--- src/verilog/bp_pkg.sv ---
package bp_pkg;

    // Front end geometry
    localparam int FETCH_WIDTH  = 2;
    localparam int HISTORY_BITS = 6;

    // One entry per history pattern, so the table index and history widths match
    localparam int PHT_SIZE     = 64;

    // Branch stack sizing
    localparam int STACK_DEPTH  = 8;
    localparam int TAG_BITS     = 3;

    typedef logic [31:0]             addr_t;
    typedef logic [HISTORY_BITS-1:0] history_t;
    typedef logic [HISTORY_BITS-1:0] pht_index_t;
    typedef logic [TAG_BITS-1:0]     tag_t;

    // Direction counter, upper bit set means predict taken
    typedef logic [1:0] counter_t;

    // Chooser counter, upper bit set means trust gshare over simple
    typedef logic [1:0] chooser_t;

    // State saved with each in-flight branch until execute resolves it
    typedef struct packed {
        logic       gshare_taken;
        logic       simple_taken;
        pht_index_t gshare_index;
        // Shared by the simple and chooser tables
        pht_index_t simple_index;
        history_t   history_state;
    } bp_packet_t;

endpackage

--- src/verilog/branch_predictor.sv ---
`timescale 1ns/10ps

module branch_predictor (
    input  logic                                         clock,
    input  logic                                         reset,
    input  bp_pkg::addr_t      [bp_pkg::FETCH_WIDTH-1:0] pcs,
    input  logic               [bp_pkg::FETCH_WIDTH-1:0] btb_hits,
    input  bp_pkg::history_t   [bp_pkg::FETCH_WIDTH-1:0] lane_history,
    output bp_pkg::bp_packet_t [bp_pkg::FETCH_WIDTH-1:0] lane_packets,
    output logic               [bp_pkg::FETCH_WIDTH-1:0] branches_taken,
    input  logic                                         resolve_valid,
    input  logic                                         taken,
    input  bp_pkg::bp_packet_t                           resolved_packet
);
    import bp_pkg::*;

    pht_index_t [FETCH_WIDTH-1:0] gshare_index;
    pht_index_t [FETCH_WIDTH-1:0] simple_index;
    counter_t   [FETCH_WIDTH-1:0] gshare_entry;
    counter_t   [FETCH_WIDTH-1:0] simple_entry;
    chooser_t   [FETCH_WIDTH-1:0] chooser_entry;
    logic                         gshare_right;
    logic                         simple_right;
    logic                         chooser_up;
    logic                         chooser_down;

    always_comb begin
        for (int i = 0; i < FETCH_WIDTH; i++) begin
            simple_index[i] = pcs[i][HISTORY_BITS-1:0];
            gshare_index[i] = pcs[i][HISTORY_BITS-1:0] ^ lane_history[i];
        end
    end

    // Both direction tables train toward the actual outcome
    counter_table #(.entry_t(counter_t)) gshare_table (
        .clock       (clock),
        .reset       (reset),
        .read_index  (gshare_index),
        .read_entry  (gshare_entry),
        .train_valid (resolve_valid),
        .train_index (resolved_packet.gshare_index),
        .step_up     (taken),
        .step_down   (!taken)
    );

    counter_table #(.entry_t(counter_t)) simple_table (
        .clock       (clock),
        .reset       (reset),
        .read_index  (simple_index),
        .read_entry  (simple_entry),
        .train_valid (resolve_valid),
        .train_index (resolved_packet.simple_index),
        .step_up     (taken),
        .step_down   (!taken)
    );

    // Chooser only moves when exactly one predictor was right
    assign gshare_right = (resolved_packet.gshare_taken == taken);
    assign simple_right = (resolved_packet.simple_taken == taken);
    assign chooser_up   = gshare_right && !simple_right;
    assign chooser_down = simple_right && !gshare_right;

    counter_table #(.entry_t(chooser_t)) chooser_table (
        .clock       (clock),
        .reset       (reset),
        .read_index  (simple_index),
        .read_entry  (chooser_entry),
        .train_valid (resolve_valid),
        .train_index (resolved_packet.simple_index),
        .step_up     (chooser_up),
        .step_down   (chooser_down)
    );

    always_comb begin
        for (int i = 0; i < FETCH_WIDTH; i++) begin
            lane_packets[i].gshare_taken  = gshare_entry[i][1];
            lane_packets[i].simple_taken  = simple_entry[i][1];
            lane_packets[i].gshare_index  = gshare_index[i];
            lane_packets[i].simple_index  = simple_index[i];
            lane_packets[i].history_state = lane_history[i];
            // Without a BTB hit the chooser is not trusted
            if (btb_hits[i] && chooser_entry[i][1]) begin
                branches_taken[i] = gshare_entry[i][1];
            end else begin
                branches_taken[i] = simple_entry[i][1];
            end
        end
    end

endmodule

--- src/verilog/branch_rank.sv ---
`timescale 1ns/10ps

module branch_rank (
    input  logic [bp_pkg::FETCH_WIDTH-1:0]                          branch_mask,
    input  logic                                                    fetch_valid,
    output logic [bp_pkg::FETCH_WIDTH-1:0][bp_pkg::FETCH_WIDTH-1:0] grant_bus,
    output logic [bp_pkg::FETCH_WIDTH-1:0]                          last_grant
);
    import bp_pkg::*;

    logic [FETCH_WIDTH-1:0] lane_valid;

    assign lane_valid = branch_mask & {FETCH_WIDTH{fetch_valid}};

    // Rank of a lane is the number of branches in the lanes below it
    always_comb begin
        int older;
        grant_bus = '0;
        for (int i = 0; i < FETCH_WIDTH; i++) begin
            older = 0;
            for (int k = 0; k < i; k++) begin
                older = older + int'(lane_valid[k]);
            end
            if (lane_valid[i]) begin
                grant_bus[older][i] = 1'b1;
            end
        end
    end

    // Youngest branch sits in the highest occupied row
    always_comb begin
        last_grant = '0;
        for (int j = 0; j < FETCH_WIDTH; j++) begin
            if (|grant_bus[j]) begin
                last_grant = grant_bus[j];
            end
        end
    end

    // No two lanes may share a rank
    always_comb begin
        for (int j = 0; j < FETCH_WIDTH; j++) begin
            assert final ($onehot0(grant_bus[j]));
        end
    end

endmodule

--- src/verilog/branch_stack.sv ---
`timescale 1ns/10ps

module branch_stack (
    input  logic                                                    clock,
    input  logic                                                    reset,
    input  logic [bp_pkg::FETCH_WIDTH-1:0][bp_pkg::FETCH_WIDTH-1:0] grant_bus,
    input  bp_pkg::bp_packet_t [bp_pkg::FETCH_WIDTH-1:0]            lane_packets,
    output bp_pkg::tag_t       [bp_pkg::FETCH_WIDTH-1:0]            branch_tags,
    output logic                                                    stack_full,
    input  logic                                                    resolve_valid,
    input  bp_pkg::tag_t                                            resolve_tag,
    input  logic                                                    mispred,
    output bp_pkg::bp_packet_t                                      resolved_packet
);
    import bp_pkg::*;

    bp_packet_t [STACK_DEPTH-1:0] packets;
    logic       [STACK_DEPTH-1:0] entry_valid;
    tag_t                         head;
    logic       [TAG_BITS:0]      free_count;
    logic       [TAG_BITS:0]      alloc_count;
    logic       [TAG_BITS:0]      alloc_step;
    logic       [FETCH_WIDTH-1:0] row_used;
    bp_packet_t [FETCH_WIDTH-1:0] row_packet;
    logic                         allocate;
    logic                         flush;

    assign flush      = resolve_valid && mispred;
    assign stack_full = free_count < (TAG_BITS+1)'(FETCH_WIDTH);
    // Groups arriving while full are dropped
    assign allocate   = !stack_full && !flush;
    assign alloc_step = allocate ? alloc_count : '0;

    assign resolved_packet = packets[resolve_tag];

    // Rank j takes head plus j
    always_comb begin
        branch_tags = '0;
        row_packet  = '0;
        row_used    = '0;
        alloc_count = '0;
        for (int j = 0; j < FETCH_WIDTH; j++) begin
            for (int i = 0; i < FETCH_WIDTH; i++) begin
                if (grant_bus[j][i]) begin
                    branch_tags[i] = tag_t'(head + j);
                    row_packet[j]  = lane_packets[i];
                end
            end
            row_used[j] = |grant_bus[j];
            alloc_count = alloc_count + row_used[j];
        end
    end

    always_ff @(posedge clock) begin
        if (reset) begin
            entry_valid <= '0;
            head        <= '0;
            free_count  <= (TAG_BITS+1)'(STACK_DEPTH);
        end else if (flush) begin
            // Everything younger than the mispredicted branch is gone
            entry_valid <= '0;
            head        <= tag_t'(resolve_tag + 1'b1);
            free_count  <= (TAG_BITS+1)'(STACK_DEPTH);
        end else begin
            if (resolve_valid) begin
                entry_valid[resolve_tag] <= 1'b0;
            end
            if (allocate) begin
                for (int j = 0; j < FETCH_WIDTH; j++) begin
                    if (row_used[j]) begin
                        entry_valid[tag_t'(head + j)] <= 1'b1;
                    end
                end
                head <= tag_t'(head + alloc_count);
            end
            free_count <= free_count - alloc_step + resolve_valid;
        end
    end

    always_ff @(posedge clock) begin
        if (allocate) begin
            for (int j = 0; j < FETCH_WIDTH; j++) begin
                if (row_used[j]) begin
                    packets[tag_t'(head + j)] <= row_packet[j];
                end
            end
        end
    end

    resolve_known_tag: assert property (@(posedge clock) disable iff (reset)
        resolve_valid |-> entry_valid[resolve_tag]);

    // Fetch has to hold branches back while the stack is full
    no_fetch_when_full: assert property (@(posedge clock) disable iff (reset)
        stack_full |-> !(|row_used));

endmodule

--- src/verilog/counter_table.sv ---
`timescale 1ns/10ps

module counter_table #(
    parameter type entry_t = bp_pkg::counter_t
) (
    input  logic                                           clock,
    input  logic                                           reset,
    input  bp_pkg::pht_index_t [bp_pkg::FETCH_WIDTH-1:0]   read_index,
    output entry_t             [bp_pkg::FETCH_WIDTH-1:0]   read_entry,
    input  logic                                           train_valid,
    input  bp_pkg::pht_index_t                             train_index,
    input  logic                                           step_up,
    input  logic                                           step_down
);
    import bp_pkg::*;

    entry_t [PHT_SIZE-1:0] entries;
    entry_t                current_entry;
    entry_t                trained_entry;

    // Saturating step of the entry under training
    always_comb begin
        current_entry = entries[train_index];
        trained_entry = current_entry;
        if (step_up && current_entry != '1) begin
            trained_entry = entry_t'(current_entry + 1'b1);
        end else if (step_down && current_entry != '0) begin
            trained_entry = entry_t'(current_entry - 1'b1);
        end
    end

    // Reads see this cycle's training
    always_comb begin
        for (int i = 0; i < FETCH_WIDTH; i++) begin
            if (train_valid && read_index[i] == train_index) begin
                read_entry[i] = trained_entry;
            end else begin
                read_entry[i] = entries[read_index[i]];
            end
        end
    end

    always_ff @(posedge clock) begin
        if (reset) begin
            entries <= '0;
        end else if (train_valid) begin
            entries[train_index] <= trained_entry;
        end
    end

    // Callers must pick one direction per training step
    step_exclusive: assert property (@(posedge clock) disable iff (reset)
        train_valid |-> !(step_up && step_down));

endmodule

--- src/verilog/fetch_branch_unit.sv ---
`timescale 1ns/10ps

module fetch_branch_unit (
    input  logic                                         clock,
    input  logic                                         reset,
    input  bp_pkg::addr_t      [bp_pkg::FETCH_WIDTH-1:0] pcs,
    input  logic               [bp_pkg::FETCH_WIDTH-1:0] branch_mask,
    input  logic               [bp_pkg::FETCH_WIDTH-1:0] btb_hits,
    input  logic                                         fetch_valid,
    input  logic                                         resolve_valid,
    input  bp_pkg::tag_t                                 resolve_tag,
    input  logic                                         taken,
    input  logic                                         mispred,
    output logic               [bp_pkg::FETCH_WIDTH-1:0] branches_taken,
    output bp_pkg::tag_t       [bp_pkg::FETCH_WIDTH-1:0] branch_tags,
    output logic                                         stack_full
);
    import bp_pkg::*;

    logic       [FETCH_WIDTH-1:0][FETCH_WIDTH-1:0] grant_bus;
    logic       [FETCH_WIDTH-1:0]                  last_grant;
    history_t   [FETCH_WIDTH-1:0]                  lane_history;
    bp_packet_t [FETCH_WIDTH-1:0]                  lane_packets;
    bp_packet_t                                    resolved_packet;

    branch_rank i_rank (
        .branch_mask (branch_mask),
        .fetch_valid (fetch_valid),
        .grant_bus   (grant_bus),
        .last_grant  (last_grant)
    );

    history_register i_history (
        .clock            (clock),
        .reset            (reset),
        .grant_bus        (grant_bus),
        .last_grant       (last_grant),
        .branches_taken   (branches_taken),
        .resolve_valid    (resolve_valid),
        .mispred          (mispred),
        .taken            (taken),
        .resolved_history (resolved_packet.history_state),
        .lane_history     (lane_history)
    );

    branch_predictor i_predictor (
        .clock           (clock),
        .reset           (reset),
        .pcs             (pcs),
        .btb_hits        (btb_hits),
        .lane_history    (lane_history),
        .lane_packets    (lane_packets),
        .branches_taken  (branches_taken),
        .resolve_valid   (resolve_valid),
        .taken           (taken),
        .resolved_packet (resolved_packet)
    );

    branch_stack i_stack (
        .clock           (clock),
        .reset           (reset),
        .grant_bus       (grant_bus),
        .lane_packets    (lane_packets),
        .branch_tags     (branch_tags),
        .stack_full      (stack_full),
        .resolve_valid   (resolve_valid),
        .resolve_tag     (resolve_tag),
        .mispred         (mispred),
        .resolved_packet (resolved_packet)
    );

endmodule

--- src/verilog/history_register.sv ---
`timescale 1ns/10ps

module history_register (
    input  logic                                                    clock,
    input  logic                                                    reset,
    input  logic [bp_pkg::FETCH_WIDTH-1:0][bp_pkg::FETCH_WIDTH-1:0] grant_bus,
    input  logic [bp_pkg::FETCH_WIDTH-1:0]                          last_grant,
    input  logic [bp_pkg::FETCH_WIDTH-1:0]                          branches_taken,
    input  logic                                                    resolve_valid,
    input  logic                                                    mispred,
    input  logic                                                    taken,
    input  bp_pkg::history_t                                        resolved_history,
    output bp_pkg::history_t [bp_pkg::FETCH_WIDTH-1:0]              lane_history
);
    import bp_pkg::*;

    history_t                   history;
    history_t                   next_history;
    history_t [FETCH_WIDTH-1:0] rank_history;

    // A younger branch in the group is only reached if the older ones fell through,
    // so each rank adds one not-taken bit
    always_comb begin
        for (int j = 0; j < FETCH_WIDTH; j++) begin
            rank_history[j] = history_t'(history << j);
        end
    end

    // Map ranks back onto lanes, lanes without a branch read zero
    always_comb begin
        lane_history = '0;
        for (int j = 0; j < FETCH_WIDTH; j++) begin
            for (int i = 0; i < FETCH_WIDTH; i++) begin
                if (grant_bus[j][i]) begin
                    lane_history[i] = rank_history[j];
                end
            end
        end
    end

    always_comb begin
        next_history = history;
        // Advance past the youngest branch with its own prediction
        for (int j = 0; j < FETCH_WIDTH; j++) begin
            if (|last_grant && grant_bus[j] == last_grant) begin
                next_history = {rank_history[j][HISTORY_BITS-2:0],
                                |(last_grant & branches_taken)};
            end
        end
        // Mispredict wins over the fetch advance
        if (resolve_valid && mispred) begin
            next_history = {resolved_history[HISTORY_BITS-2:0], taken};
        end
    end

    always_ff @(posedge clock) begin
        if (reset) begin
            history <= '0;
        end else begin
            history <= next_history;
        end
    end

endmodule
--- config.mk ---
export PLATFORM = sky130hd
export DESIGN_NAME = fetch_branch_unit
export DESIGN_NICKNAME = d
export VERILOG_FILES = /design/src/verilog/bp_pkg.sv /design/src/verilog/branch_predictor.sv /design/src/verilog/branch_rank.sv /design/src/verilog/branch_stack.sv /design/src/verilog/counter_table.sv /design/src/verilog/fetch_branch_unit.sv /design/src/verilog/history_register.sv
export SDC_FILE = /design/constraint.sdc
export NUM_CORES = 2
export LEC_CHECK = 0
export BUFFER_PORTS_ARGS = -buffer_cell sky130_fd_sc_hd__buf_2
export CORE_MARGIN = 5
export CORE_UTILIZATION = 40
export DETAILED_ROUTE_END_ITERATION = 12
export GPL_ROUTABILITY_DRIVEN = 0
export PLACE_DENSITY = 0.6
export SYNTH_ARGS = -nofsm -noshare
export SYNTH_HDL_FRONTEND = slang
export SYNTH_HIERARCHICAL = 1
export SYNTH_SLANG_ARGS = --single-unit
--- constraint.sdc ---
create_clock -name clock -period 23.6 [get_ports clock]
set_input_delay 0 -clock clock [delete_from_list [all_inputs] [get_ports clock]]
set_output_delay 0 -clock clock [all_outputs]
set_load 0.03 [all_outputs]
==> metrics <==
status=finished, violations left; violated checks=max-slew violations; vias in the first global route=29297; port bufs=33; critical path fanouts, max=66; total number of vias=30758; CTS buffer count=69; Tmin final=7.40 ns; CP startpoint kind=flop; crit path from=i_stack/packets[107]$_DFFE_PP_; Multi-input gate area=21900 µm²; worst hold start=resolve_tag[2]; Crit Path Class=flop to primary output; Min-Delay Path Class=input pin to flop; dpl ws=15.96 ns; die span in x=312 µm; Least-Margin Pin Slew=1.82 ns; R2R Path End=i_history/history[0]$_SDFFE_PP0P_; die area=97100 µm²; IO Count=86; Avg WL per Cell=25.7 µm; peak supply drop=0.144 mV; post-CTS sizing=0; Fill cells=8545; Reg2Reg Depth=22; DR DRC count=0; starting density of the core=0.403; Setup Skew=0.0388 ns; grt total ovfl=0; Fin. Hold Viols=0; WP data required=23.60 ns; H-tree depth=3; max-slew violation count=19; initial antenna violation count=0; first-pass GRT wire length=185000 µm; Power Density=115 nW/µm²; sequential cell area=12500 µm²; final setup margin=16.20 ns; Final Cell Area=38800 µm²; YS warnings=6; DR vias/cell=6.52; largest net degree at the start of global routing=208; Cell Area, Placed=36600 µm²; CP arrival=7.40 ns; Antenna diodes=0; dpl hpwl=69500 µm; Initial DRT Pass Iterations=6; Final ANT Viol Nets=0; setup TNS=0 ns; Mapped Area=36400 µm²; RSZ-0062 raised after global routing=no; Mapped Nets=3836; Total Routing Usage GR=0.238; CTS tree=yes; Clock Sinks=549; nets=3591; Area growth syn-to-layout=6.80%; WHS Path Cells=5; clk_lat worst skew=0.63 ns; MaxCap Viol Count=0; flop2flop setup slack=16.42 ns; Clock transition at path regs=0.06 ns; clock buffer depth=3; height of the die=312 µm; layout cell share with drive strength beyond 1=0.171; FP Rows=110; r2r startpoint=i_stack/packets[107]$_DFFE_PP_; Clock Root Buffer=clkbuf_16; final wirelength=121000 µm; Leak=13.0 nW; Mapped Cells=3740; Post-CTS Setup Bufs=0; Period Utilization, post-route=0.313; FMAX=135 MHz; Critical Path End=branches_taken[1]; DRT iter0 DRCs=3873; setup violators final=0; CP endpoint kind=primary output; core area=90100 µm²; Slew headroom=-0.218; Synth Area per Inst=9.73 µm²
worst max-delay path, cell delays in order, from the launching register on:
cell,delay (ns)
edfxtp_1,0.35
mux4_2,0.25
mux2_4,0.56
buf_4,0.70
and2b_1,0.44
a22oi_1,0.16
o211ai_1,0.21
nand4_1,0.15
buf_4,0.28
nor3_4,0.14
buf_4,0.70
inv_2,0.04
ha_1,0.21
nor2b_1,0.38
nand3b_1,0.17
buf_4,0.69
a21oi_1,0.13
a311oi_1,0.41
nand2_1,0.10
mux2_2,0.36
buf_2,0.25
cell type report:
| class | count | area share |
|---|---|---|
| Inverter | 29 | 0.00280 |
| Timing Repair Buffer | 98 | 0.0176 |
| Multi-Input combinational cell | 2748 | 0.564 |
| Clock buffer | 95 | 0.0493 |
| Clock inverter | 24 | 0.00673 |
| Sequential cell | 549 | 0.322 |
| Tap cell | 1176 | 0.0379 |
power breakdown:
part	leakage [nW]	internal, mW	total (mW)	switching [mW]
clock network	1.06	0.602	1.04	0.437
registers	4.75	1.21	1.31	0.104
logic	7.23	0.572	2.12	1.55
total	13.0	2.38	4.48	2.09
repair_timing:
item                                    4_1_cts  5_1_grt
hold buffers                                  3        0
endpoints found under the setup margin        0        0
endpoints found under the hold margin        15        0
through the flow:
step                cells  hold WS (ns)  power [mW]  utilization
floorplan            3740        0.0724        2.85            -
global placement     4597         0.405        3.37        0.406
detailed placement   4597         0.406        3.39        0.406
CTS                  4719         0.116        4.44        0.431
global route         4719         0.146        4.66        0.431
finish               4719         0.155        4.48        0.431
flip-flops by register name, summed over array words and instances (netlist names):
name                               cells
i_stack/free_count                     4
i_predictor/chooser_table/entries    128
i_predictor/simple_table/entries     128
i_stack/head                           3
i_stack/packets                      152
i_history/history                      6
i_predictor/gshare_table/entries     128
per-layer routing:
metal / part of all wire / track usage / vias to the layer above / wire (µm)
li1: - / - / 13749 / -
met1: 0.43 / 0.346 / 15124 / 52400
met2: 0.44 / 0.363 / 1590 / 53500
met3: 0.095 / 0.0444 / 295 / 11500
met4: 0.030 / 0.0705 / 0 / 3640
met5: 0 / 0 / - / 0
layout by cell type, fill, tap and decap left out, types with 25 or more instances in the layout:
| master | n |
|---|---|
| nor2_1 | 543 |
| dfxtp_1 | 397 |
| mux2i_1 | 345 |
| nand2_1 | 227 |
| mux4_2 | 172 |
| a211oi_1 | 156 |
| edfxtp_1 | 152 |
| o21bai_1 | 143 |
| a21oi_1 | 130 |
| a211oi_2 | 106 |
| a311oi_1 | 81 |
| a31oi_1 | 70 |
| clkbuf_16 | 69 |
| buf_4 | 61 |
| o21ai_0 | 52 |
| mux2_2 | 50 |
| a22oi_1 | 50 |
| nand3b_1 | 43 |
| a221oi_1 | 38 |
| nand3_1 | 37 |
| nor2b_1 | 36 |
| nor3_1 | 34 |
| buf_2 | 32 |
| xor2_1 | 27 |
| inv_1 | 27 |
| a2111oi_0 | 26 |
| xnor2_1 | 25 |
| nor4_1 | 25 |
worst min path at each step:
| stage | endpoint | slack, ns |
|---|---|---|
| 4_1_cts | i_stack/head[2]$_SDFFE_PP0P_ | 0.12 |
| 3_3_place_gp | i_stack/free_count[3]$_SDFF_PP1_ | 0.40 |
| 2_1_floorplan | i_stack/head[0]$_SDFFE_PP0P_ | 0.07 |
| 5_1_grt | i_stack/head[2]$_SDFFE_PP0P_ | 0.15 |
| 3_5_place_dp | i_stack/free_count[3]$_SDFF_PP1_ | 0.41 |
| 6_report | i_stack/head[2]$_SDFFE_PP0P_ | 0.15 |
Power figures use the tool's default switching activity.
